==> config.mk <==
export PLATFORM = sky130hd
export DESIGN_NAME = ticker_subsys
export DESIGN_NICKNAME = d
export VERILOG_FILES = /design/src/verilog/ticker_pkg.sv /design/src/verilog/ticker_decoder.sv /design/src/verilog/ticker.sv /design/src/verilog/ticker_rdmux.sv /design/src/verilog/ticker_subsys.sv
export VERILOG_INCLUDE_DIRS = /design/src /design/src/verilog
export SDC_FILE = /design/constraint.sdc
export NUM_CORES = 1
export LEC_CHECK = 0
export CELL_PAD_IN_SITES_DETAIL_PLACEMENT = 1
export CELL_PAD_IN_SITES_GLOBAL_PLACEMENT = 1
export CORE_UTILIZATION = 50
export CTS_CLUSTER_DIAMETER = 40
export DETAILED_ROUTE_END_ITERATION = 7
export DONT_BUFFER_PORTS = 1
export PLACE_DENSITY = 0.84
export SLEW_MARGIN = 20
export SYNTH_ARGS = -nofsm -noshare
export SYNTH_HDL_FRONTEND = slang
export SYNTH_SLANG_ARGS = --single-unit
==> constraint.sdc <==
create_clock -name clk_bus_i -period 3.86 [get_ports clk_bus_i]
set_clock_uncertainty 0.1 [all_clocks]
set_input_delay 0.579 -clock clk_bus_i [delete_from_list [all_inputs] [get_ports clk_bus_i]]
set_output_delay 0.579 -clock clk_bus_i [all_outputs]
set_load 0.02 [all_outputs]
==> src/verilog/ticker_consts.svh <==
`ifndef TICKER_CONSTS_SVH
`define TICKER_CONSTS_SVH

// ##########################################################
// Bus widths
// ##########################################################
`define TICK_DATA_W 32 // APB data and timer register width
`define TICK_ADDR_W 12

// ##########################################################
// Channel map
// ##########################################################
`define TICK_NUM_CH 4 // 1 to 15
`define TICK_CH_LSB 4 // Channel field is paddr[7:4]
`define TICK_CH_W 4
`define TICK_REG_LSB 2 // Register field is paddr[3:2]
`define TICK_GLOBAL_SLOT 15 // Read-only pending vector

`endif

==> src/verilog/ticker_pkg.sv <==
`default_nettype none

package ticker_pkg;

    // ##########################################################
    // Register map inside one channel
    // ##########################################################
    typedef enum logic [1:0] {
        REG_CTRL    = 2'd0, // 0x0 en, irq en, auto-reload
        REG_COMPARE = 2'd1, // 0x4
        REG_COUNT   = 2'd2, // 0x8
        REG_STATUS  = 2'd3  // 0xC match flag, write 1 to clear
    } tick_reg_e;

    // ##########################################################
    // APB transfer phase
    // ##########################################################
    typedef enum logic [1:0] {
        PH_IDLE   = 2'd0,
        PH_SETUP  = 2'd1,
        PH_ACCESS = 2'd2
    } apb_phase_e;

endpackage

`default_nettype wire

==> src/verilog/ticker_decoder.sv <==
`timescale 1ns/1ns
`default_nettype none

`include "ticker_consts.svh"

module ticker_decoder import ticker_pkg::*; (
    input  wire                      clk_bus_i,
    input  wire                      arst_n_i,
    input  wire                      psel_i,
    input  wire                      penable_i,
    input  wire                      pwrite_i,
    input  wire [`TICK_ADDR_W-1:0]   paddr_i,
    input  wire [`TICK_DATA_W-1:0]   pwdata_i,
    output logic [`TICK_NUM_CH-1:0]  wr_en_o,
    output tick_reg_e                reg_sel_o,
    output logic [`TICK_DATA_W-1:0]  wdata_o,
    output logic [`TICK_CH_W-1:0]    ch_idx_o,
    output logic                     global_sel_o,
    output logic                     pready_o,
    output logic                     pslverr_o
);

    localparam int unsigned NUM_CH = `TICK_NUM_CH;
    localparam int unsigned CH_W = `TICK_CH_W;
    localparam logic [CH_W-1:0] GLOBAL_SLOT = `TICK_GLOBAL_SLOT;

    apb_phase_e phase_q;
    apb_phase_e phase_d;
    logic [CH_W-1:0] ch_field;
    logic [1:0] reg_field;
    logic access;
    logic ch_mapped;
    logic err;
    logic wr_ok;

    // ##########################################################
    // Phase tracking
    // ##########################################################
    // phase_q holds the phase of the previous cycle, so only the first
    // cycle with penable high after a setup counts as the access cycle
    always_comb begin
        phase_d = PH_IDLE;
        if (psel_i && !penable_i) begin
            phase_d = PH_SETUP;
        end else if (psel_i && penable_i) begin
            phase_d = PH_ACCESS;
        end
    end

    always_ff @(posedge clk_bus_i or negedge arst_n_i) begin
        if (!arst_n_i) begin
            phase_q <= PH_IDLE;
        end else begin
            phase_q <= phase_d;
        end
    end

    assign access = psel_i && penable_i && (phase_q == PH_SETUP);

    // ##########################################################
    // Address decode
    // ##########################################################
    assign ch_field = paddr_i[`TICK_CH_LSB +: CH_W];
    assign reg_field = paddr_i[`TICK_REG_LSB +: 2];

    assign ch_idx_o = ch_field;
    assign reg_sel_o = tick_reg_e'(reg_field);
    assign wdata_o = pwdata_i;
    assign global_sel_o = (ch_field == GLOBAL_SLOT);
    assign ch_mapped = (ch_field < NUM_CH);

    // Unmapped channel, or a write to the read-only slot
    assign err = (!ch_mapped && !global_sel_o) || (global_sel_o && pwrite_i);

    assign pready_o = access; // Zero wait states
    assign pslverr_o = access && err;
    assign wr_ok = access && pwrite_i && ch_mapped;

    always_comb begin
        for (int i = 0; i < NUM_CH; i++) begin
            wr_en_o[i] = wr_ok && (ch_field == CH_W'(i));
        end
    end

endmodule

`default_nettype wire

==> src/verilog/ticker.sv <==
`timescale 1ns/1ns
`default_nettype none

`include "ticker_consts.svh"

module ticker import ticker_pkg::*; (
    input  wire                      clk_bus_i,
    input  wire                      arst_n_i,
    input  wire                      wr_en_i,
    input  wire tick_reg_e           reg_sel_i,
    input  wire [`TICK_DATA_W-1:0]   wdata_i,
    output logic [`TICK_DATA_W-1:0]  rdata_o,
    output logic                     irq_o
);

    localparam int unsigned DATA_W = `TICK_DATA_W;

    logic en_q;
    logic ie_q;
    logic reload_q;
    logic flag_q;
    logic [DATA_W-1:0] compare_q;
    logic [DATA_W-1:0] count_q;

    logic wr_ctrl;
    logic wr_compare;
    logic wr_count;
    logic wr_status;
    logic match;

    assign wr_ctrl = wr_en_i && (reg_sel_i == REG_CTRL);
    assign wr_compare = wr_en_i && (reg_sel_i == REG_COMPARE);
    assign wr_count = wr_en_i && (reg_sel_i == REG_COUNT);
    assign wr_status = wr_en_i && (reg_sel_i == REG_STATUS);

    assign match = en_q && (count_q == compare_q);

    // ##########################################################
    // Control and compare
    // ##########################################################
    always_ff @(posedge clk_bus_i or negedge arst_n_i) begin
        if (!arst_n_i) begin
            en_q <= 1'b0;
            ie_q <= 1'b0;
            reload_q <= 1'b0;
        end else if (wr_ctrl) begin
            en_q <= wdata_i[0];
            ie_q <= wdata_i[1];
            reload_q <= wdata_i[2];
        end else if (match && !reload_q) begin
            en_q <= 1'b0; // One-shot stops itself
        end
    end

    always_ff @(posedge clk_bus_i or negedge arst_n_i) begin
        if (!arst_n_i) begin
            compare_q <= '0;
        end else if (wr_compare) begin
            compare_q <= wdata_i;
        end
    end

    // ##########################################################
    // Counter
    // ##########################################################
    always_ff @(posedge clk_bus_i or negedge arst_n_i) begin
        if (!arst_n_i) begin
            count_q <= '0;
        end else if (wr_count) begin
            count_q <= wdata_i;
        end else if (match) begin
            if (reload_q) begin
                count_q <= '0;
            end // One-shot holds at compare
        end else if (en_q) begin
            count_q <= count_q + 1'b1;
        end
    end

    // Hardware match beats a software clear on the same edge
    always_ff @(posedge clk_bus_i or negedge arst_n_i) begin
        if (!arst_n_i) begin
            flag_q <= 1'b0;
        end else if (match) begin
            flag_q <= 1'b1;
        end else if (wr_status && wdata_i[0]) begin
            flag_q <= 1'b0;
        end
    end

    always_ff @(posedge clk_bus_i or negedge arst_n_i) begin
        if (!arst_n_i) begin
            irq_o <= 1'b0;
        end else begin
            irq_o <= flag_q && ie_q;
        end
    end

    // ##########################################################
    // Read-back
    // ##########################################################
    always_comb begin
        rdata_o = '0;
        case (reg_sel_i)
            REG_CTRL: rdata_o[2:0] = {reload_q, ie_q, en_q};
            REG_COMPARE: rdata_o = compare_q;
            REG_COUNT: rdata_o = count_q;
            REG_STATUS: rdata_o[0] = flag_q;
            default: rdata_o = '0;
        endcase
    end

endmodule

`default_nettype wire

==> src/verilog/ticker_rdmux.sv <==
`timescale 1ns/1ns
`default_nettype none

`include "ticker_consts.svh"

module ticker_rdmux (
    input  wire                                      clk_bus_i,
    input  wire                                      arst_n_i,
    input  wire [`TICK_CH_W-1:0]                     ch_idx_i,
    input  wire                                      global_sel_i,
    input  wire [`TICK_NUM_CH-1:0][`TICK_DATA_W-1:0] ch_rdata_i,
    input  wire [`TICK_NUM_CH-1:0]                   ch_irq_i,
    output logic [`TICK_DATA_W-1:0]                  prdata_o,
    output logic                                     irq_o
);

    localparam int unsigned NUM_CH = `TICK_NUM_CH;
    localparam int unsigned CH_W = `TICK_CH_W;
    localparam int unsigned DATA_W = `TICK_DATA_W;

    logic any_irq;

    // ##########################################################
    // Read data select
    // ##########################################################
    // Unmapped channels fall through to zero
    always_comb begin
        prdata_o = '0;
        if (global_sel_i) begin
            prdata_o = DATA_W'(ch_irq_i); // Pending vector, zero-extended
        end else begin
            for (int i = 0; i < NUM_CH; i++) begin
                if (ch_idx_i == CH_W'(i)) begin
                    prdata_o = ch_rdata_i[i];
                end
            end
        end
    end

    // ##########################################################
    // Interrupt combine
    // ##########################################################
    assign any_irq = |ch_irq_i;

    always_ff @(posedge clk_bus_i or negedge arst_n_i) begin
        if (!arst_n_i) begin
            irq_o <= 1'b0;
        end else begin
            irq_o <= any_irq;
        end
    end

endmodule

`default_nettype wire

==> src/verilog/ticker_subsys.sv <==
`timescale 1ns/1ns
`default_nettype none

`include "ticker_consts.svh"

module ticker_subsys import ticker_pkg::*; (
    input  wire                      clk_bus_i,
    input  wire                      arst_n_i,
    input  wire                      psel_i,
    input  wire                      penable_i,
    input  wire                      pwrite_i,
    input  wire [`TICK_ADDR_W-1:0]   paddr_i,
    input  wire [`TICK_DATA_W-1:0]   pwdata_i,
    output wire [`TICK_DATA_W-1:0]   prdata_o,
    output wire                      pready_o,
    output wire                      pslverr_o,
    output wire                      irq_o
);

    localparam int unsigned NUM_CH = `TICK_NUM_CH;
    localparam int unsigned DATA_W = `TICK_DATA_W;

    wire [NUM_CH-1:0] wr_en;
    tick_reg_e reg_sel;
    wire [DATA_W-1:0] wdata;
    wire [`TICK_CH_W-1:0] ch_idx;
    wire global_sel;
    wire [NUM_CH-1:0][DATA_W-1:0] ch_rdata;
    wire [NUM_CH-1:0] ch_irq;

    ticker_decoder i_decoder (
        .clk_bus_i    (clk_bus_i),
        .arst_n_i     (arst_n_i),
        .psel_i       (psel_i),
        .penable_i    (penable_i),
        .pwrite_i     (pwrite_i),
        .paddr_i      (paddr_i),
        .pwdata_i     (pwdata_i),
        .wr_en_o      (wr_en),
        .reg_sel_o    (reg_sel),
        .wdata_o      (wdata),
        .ch_idx_o     (ch_idx),
        .global_sel_o (global_sel),
        .pready_o     (pready_o),
        .pslverr_o    (pslverr_o)
    );

    generate
        for (genvar i = 0; i < NUM_CH; i++) begin : g_ch
            ticker i_ticker (
                .clk_bus_i (clk_bus_i),
                .arst_n_i  (arst_n_i),
                .wr_en_i   (wr_en[i]),
                .reg_sel_i (reg_sel),
                .wdata_i   (wdata),
                .rdata_o   (ch_rdata[i]),
                .irq_o     (ch_irq[i])
            );
        end
    endgenerate

    ticker_rdmux i_rdmux (
        .clk_bus_i    (clk_bus_i),
        .arst_n_i     (arst_n_i),
        .ch_idx_i     (ch_idx),
        .global_sel_i (global_sel),
        .ch_rdata_i   (ch_rdata),
        .ch_irq_i     (ch_irq),
        .prdata_o     (prdata_o),
        .irq_o        (irq_o)
    );

endmodule

`default_nettype wire

==> Yosys cells after proc, flatten, opt, wreduce, memory -nomap -nowiden <==
Cells that the tools add are included.
{ "word_totals": {"register_bits": 279, "in_bits": 49, "output_inout_bits": 35, "elab_cells": 173} }
{ "op_classes": {"n_addsub": 4, "order_cmp": 1, "n_eq_ne": 16, "mux": 51, "reduce_logical": 71} }
{ "op_table": {"columns": ["operator", "count"], "rows": [
  ["2-to-1 mux 32 bit", 21],
  ["one-hot mux 29 bit (2 select lines)", 4],
  ["adder 32 x 1 -> 32 bit, second input constant", 4],
  ["== test 32 bit", 4],
  ["logical AND 1 bit", 44],
  ["one-hot mux 2 bit (3 select lines)", 4],
  ["2-to-1 mux 1 bit", 16],
  ["one-hot mux 1 bit (4 select lines)", 4],
  ["nonzero test 2 bit", 8],
  ["!= test 3 x 1 -> 1 bit, second input constant", 4],
  ["nonzero test 3 bit", 4],
  ["== test 4 x 2 -> 1 bit, second input constant", 2],
  ["AND reduction 2 bit", 4],
  ["zero test 1 bit", 7],
  ["== test 2 x 1 -> 1 bit, second input constant", 2],
  ["== test 2 bit, second input constant", 2],
  ["== test 4 x 1 -> 1 bit, second input constant", 1],
  ["== test 4 bit, second input constant", 1],
  ["zero test 4 bit", 1],
  ["less-than comparator 4 x 3 -> 1 bit, second input constant", 1],
  ["2-to-1 mux 2 bit", 2],
  ["OR reduction 4 bit", 1],
  ["zero test 2 bit", 1],
  ["logical OR 1 bit", 1]
]} }

==> Longest topological paths before layout <==
{ "logic_depth": {"depth_word": 9, "mapped_depth": 11, "mapped_depth_nobuf": 8} }

==> Cells and area by module <==
Synthesis repeated with hierarchy kept, for this count alone.
{ "unflattened": {"cells_unflattened": 2212, "hier_area_um2": 20280.7} }
{ "by_module_without_submodules": {"columns": ["module", "n_inst", "cells_per_inst", "area_each_um2", "seq_area_each_um2"], "rows": [
  ["ticker at g_ch[1].i_ticker ...", 2, 498, 4553.1, 1726.7],
  ["ticker at g_ch[3].i_ticker", 1, 505, 4793.3, 1726.7],
  ["ticker at g_ch[0].i_ticker", 1, 499, 4647.0, 1726.7],
  ["ticker_rdmux", 1, 157, 1297.5, 25.0],
  ["ticker_decoder", 1, 55, 436.7, 50.0]
]} }

==> Worst setup path before layout <==
OpenSTA, ideal clock, no wires.
{ "synth_path": {"path_type": "input to output", "startpoint": "input port paddr_i[7]", "endpoint": "output port prdata_o[17]", "arrival_ns": 2.530, "required_ns": 3.181, "setup_slack_ns": 0.651, "stages": 9, "cell_sequence": "or2_2 -> clkbuf_1 -> nor3_1 -> clkbuf_1 -> clkbuf_1 -> a22o_1 -> a22oi_1 -> o22a_1 -> nor2_1"} }
{ "synth_between": {"elab_chain_len": 6, "elab_cells_between_ends": 10, "cone_classes": "eq/ne (4); mux (5); reduce/logical (1)"} }
{ "synth_rtl": {"columns": ["item", "line_no", "rtl"], "rows": [
  ["start, declared", "ticker_subsys.sv:12", "input wire [`TICK_ADDR_W-1:0] paddr_i,"],
  ["zero test 4 bit", "ticker_rdmux.sv:33", "if (ch_idx_i == CH_W'(i)) begin"],
  ["2-to-1 mux 32 bit (4 in series)", "ticker_rdmux.sv:33", null],
  ["2-to-1 mux 32 bit (*)", "ticker_rdmux.sv:29", "if (global_sel_i) begin"],
  ["end, declared", "ticker_subsys.sv:14", "output wire [`TICK_DATA_W-1:0] prdata_o,"]
]} }
Mark *: on every way between the ends. The rest lies on a longest branch, timed or not.

==> Worst setup path in the final report <==
{ "layout_path": {"startpoint": "input port paddr_i[3]", "endpoint": "output port prdata_o[3]"} }
{ "layout_between": {"elab_chain_len": 7, "elab_cells_between_ends": 11, "cone_classes": "eq/ne (2); mux (9)"} }
{ "layout_rtl": {"columns": ["item", "line_no", "rtl"], "rows": [
  ["== test 2 bit or == test 2 x 1 -> 1 bit (tied branches)", "ticker.sv:104", "case (reg_sel_i)"],
  ["one-hot mux 29 bit (2 select lines)", "ticker.sv:104", null],
  ["2-to-1 mux 32 bit (3 in series)", "ticker_rdmux.sv:33", null],
  ["2-to-1 mux 32 bit (*)", "ticker_rdmux.sv:33", null],
  ["2-to-1 mux 32 bit (*)", "ticker_rdmux.sv:29", null]
]} }
Marks and branches as above.

==> metrics.cfg <==
[worst_setup_path]
worstPathArrival_ns=2.71
crit_slowest_cell=ha_4
r2r-end=g_ch[2].i_ticker.count_q[0]$_DFFE_PN0P_
crit_family=compound AO/OA/AOI/OAI gates
worstPathMaxFanout=48
cp_cell_sequence=inv_1, ha_4, a21oi_1, o21ai_0, a22oi_1, o22a_1, o21ai_0, buf_4, buf_4
required_ns=3.18
r2r-start=g_ch[2].i_ticker.count_q[5]$_DFFE_PN0P_
max_stage_delay_ns=0.59
worstRegToRegCells=7
critPathLaunch=paddr_i[3]
crit_type=input port to output pin
ff2ff_setup_slack_ns=0.47
end_kind=output pin
worst-path-buf-inv=3
start_kind=input port

[place]
placed_area_sq_um=18300
hpwl_microns=51300
place_congestion=1.03
io_buffers=0

[clocking]
cts_hold_buf=9
cts_buffers=56
cts_resized=0
root_buffer=clkbuf_16
clock_path_buffers=3
insertion_delay_ns=0.61
cts_tree=done
clkSlewWorstSetupHoldPaths_ns=0.04
htree_levels=2
cts_setup_buffers=0
clkSinkCount=279

[timing]
min_period_over_period=0.878
worst_slew_pin_slew_ns=0.986
fmax_ghz=0.295
timing.setup.tns_ns=0
period_needed_ns=3.39
relSlewSlack=0.343
hold_violations=279
setup_viol=0
rsz0062_at_grt=false
slew_violations=0
timing.hold.ws_ns=-0.419

[grt]
grt.total_usage=0.439
grt_pass1_wl_microns=116000
grt_pass1_vias=18200
grt_antenna_before_repair=4
grt_overflow_total=0
grt_max_degree=280

[floorplan]
die_height_microns=190
fp.coreArea_sq_um=34700
start_util=0.510
dieArea_sq_um=36100
chipWidth_microns=190
io_pins=84
rows=68

[synth]
post_synth_and_or_nand_nor_area_fraction=0.194
synth_area_leader_cell=dfrtp_1
synthMuxAreaShare=0.0962
synth_nets=2004
synth_edf_count=0
avgSynthCellArea_sq_um=9.10
synth.top_cell.area_share=0.395
synth_area_sq_um=17700
synthAdderAreaFrac=0.00707
synth_xor_xnor_area_share=0.0594
ys_types=70
synth-compound-area-share=0.204
postSynthRegisterBits=279
synth_top_family_by_area=compound AO/OA/AOI/OAI gates
ys_async_sr_fraction=1.00
synthFlopType=dfrtp_1
ys_warn_count=0
seq_area_frac_synth=0.395
synth_area_leaders=dfrtp_1 39%, mux2_2 8.9%, nand2_1 4.7%, xor2_1 4.2%, nand3_1 3.2%
synthCells=1945

[final_layout]
num-nets-final=1995
final_area_sq_um=20400
fillers=3890
multi_input_area_sq_um=9960
regArea_sq_um=6980
layout-area-overhead-vs-synth_pct=15.6
drive_gt1_frac=0.174

[routing]
drcViolationCount=0
drtPass1Iterations=6
vias=17600
antenna_left=0
wire_per_inst_microns=32.1
via_per_inst=7.22
drt-total-wl_microns=78400
first_iter_violations=1902

[power]
p_sw_frac=0.260
seqPwrFrac=0.351
p_per_area_nw_per_um2=454
power.switching_mw=2.42
ir_drop_v=0.000385
p_leak_nw=8.68
internal_power_mw=6.87
p_comb_frac=0.080
p_clk_frac=0.569

[outcome]
failed_checks=hold timing
status=finished with violations

[worst_hold_path]
hold_path_class=input port to async pin

[flow_run]
drv_cap=0

## cells in the mapped netlist, drive strengths merged (6+ instances only)
cell	instances
buf	32
xnor2	35
a221oi	29
a211o	7
o22ai	16
nor3	34
nor2	99
and3	30
inv	32
a22oi	72
or4	17
o31a	10
a21o	8
nand2	223
nor4	36
ha	10
dfrtp	279
mux2i	8
a222oi	8
xor2	85
o31ai	15
nand2b	10
o211ai	23
mux2	140
nand4	48
nand3	115
clkbuf	132
and4	6
or3	24
a21oi	69
o22a	28
a221o	37
a22o	27
nor2b	10
o311ai	22
o21ai	85
and2	22
## flip-flops by register name (all words and copies together), names as in the netlist
signal / count
g_ch.i_ticker.en_q: 4
g_ch.i_ticker.compare_q: 128
i_rdmux.irq_o: 1
g_ch.i_ticker.ie_q: 4
g_ch.i_ticker.irq_o: 4
i_decoder.phase_q: 2
g_ch.i_ticker.flag_q: 4
g_ch.i_ticker.reload_q: 4
g_ch.i_ticker.count_q: 128
## area by class of cell
type                    instances  area share
clock buffers                  70      0.0761
flip-flops and latches        279       0.341
multi-input cells            1468       0.487
clock inverters                33      0.0231
repair buffers                 97      0.0374
diodes                          4    0.000490
inverters                      34     0.00624
well taps                     455      0.0278
## how the worst max path moves through the flow
| stage | end | cells after the start |
|---|---|---|
| 6_report | prdata_o[3] | 9 |
| 4_1_cts | prdata_o[3] | 9 |
| 5_1_grt | prdata_o[3] | 9 |
| 3_5_place_dp | prdata_o[10] | 9 |
| 3_3_place_gp | prdata_o[3] | 9 |
| 2_1_floorplan | prdata_o[17] | 9 |
## placed cells by master, fill, tap and decap left out, types with 57 or more instances in the layout
cell       instances
dfrtp_1          279
nand2_1          223
mux2_2           140
nand3_1          112
nor2_1            97
buf_4             86
xor2_1            85
o21ai_0           83
a22oi_1           72
a21oi_1           69
clkbuf_16         57
## logic make-up after synthesis
family	after synthesis
simple gates	695
fa+ha+maj	10
xor+xnor	120
mux	150
flops	279
buf+inv	198
compound gates	493
## stage by stage
| step | util | total power [mW] | cells | hold slack (ns) | setup slack, ns |
|---|---|---|---|---|---|
| after floorplan | - | 3.73 | 1945 | 0.183 | 0.651 |
| after global placement | 0.527 | 3.94 | 2323 | 0.198 | 0.730 |
| after detailed placement | 0.527 | 3.99 | 2323 | 0.196 | 0.667 |
| after CTS | 0.588 | 9.28 | 2435 | -0.428 | 0.521 |
| after global routing | 0.589 | 9.51 | 2436 | -0.441 | 0.390 |
| final | 0.589 | 9.28 | 2440 | -0.419 | 0.469 |
## metal layers
| metal | up-vias | global-route usage | share of wire |
|---|---|---|---|
| li1 | 7286 | - | - |
| met1 | 8902 | 0.510 | 0.36 |
| met2 | 1059 | 0.679 | 0.45 |
| met3 | 363 | 0.122 | 0.098 |
| met4 | 2 | 0.355 | 0.093 |
| met5 | - | 0 | 0.00018 |
## power by group through the flow
| stage | registers (mW) | clock network [mW] | logic, mW |
|---|---|---|---|
| after floorplan | 3.18 | 0 | 0.553 |
| final | 3.26 | 5.28 | 0.739 |
| after CTS | 3.25 | 5.31 | 0.718 |
| after detailed placement | 3.30 | 0 | 0.690 |
| after global routing | 3.27 | 5.46 | 0.786 |
| after global placement | 3.28 | 0 | 0.654 |
Note: power is estimated with default switching activity, not from simulation.
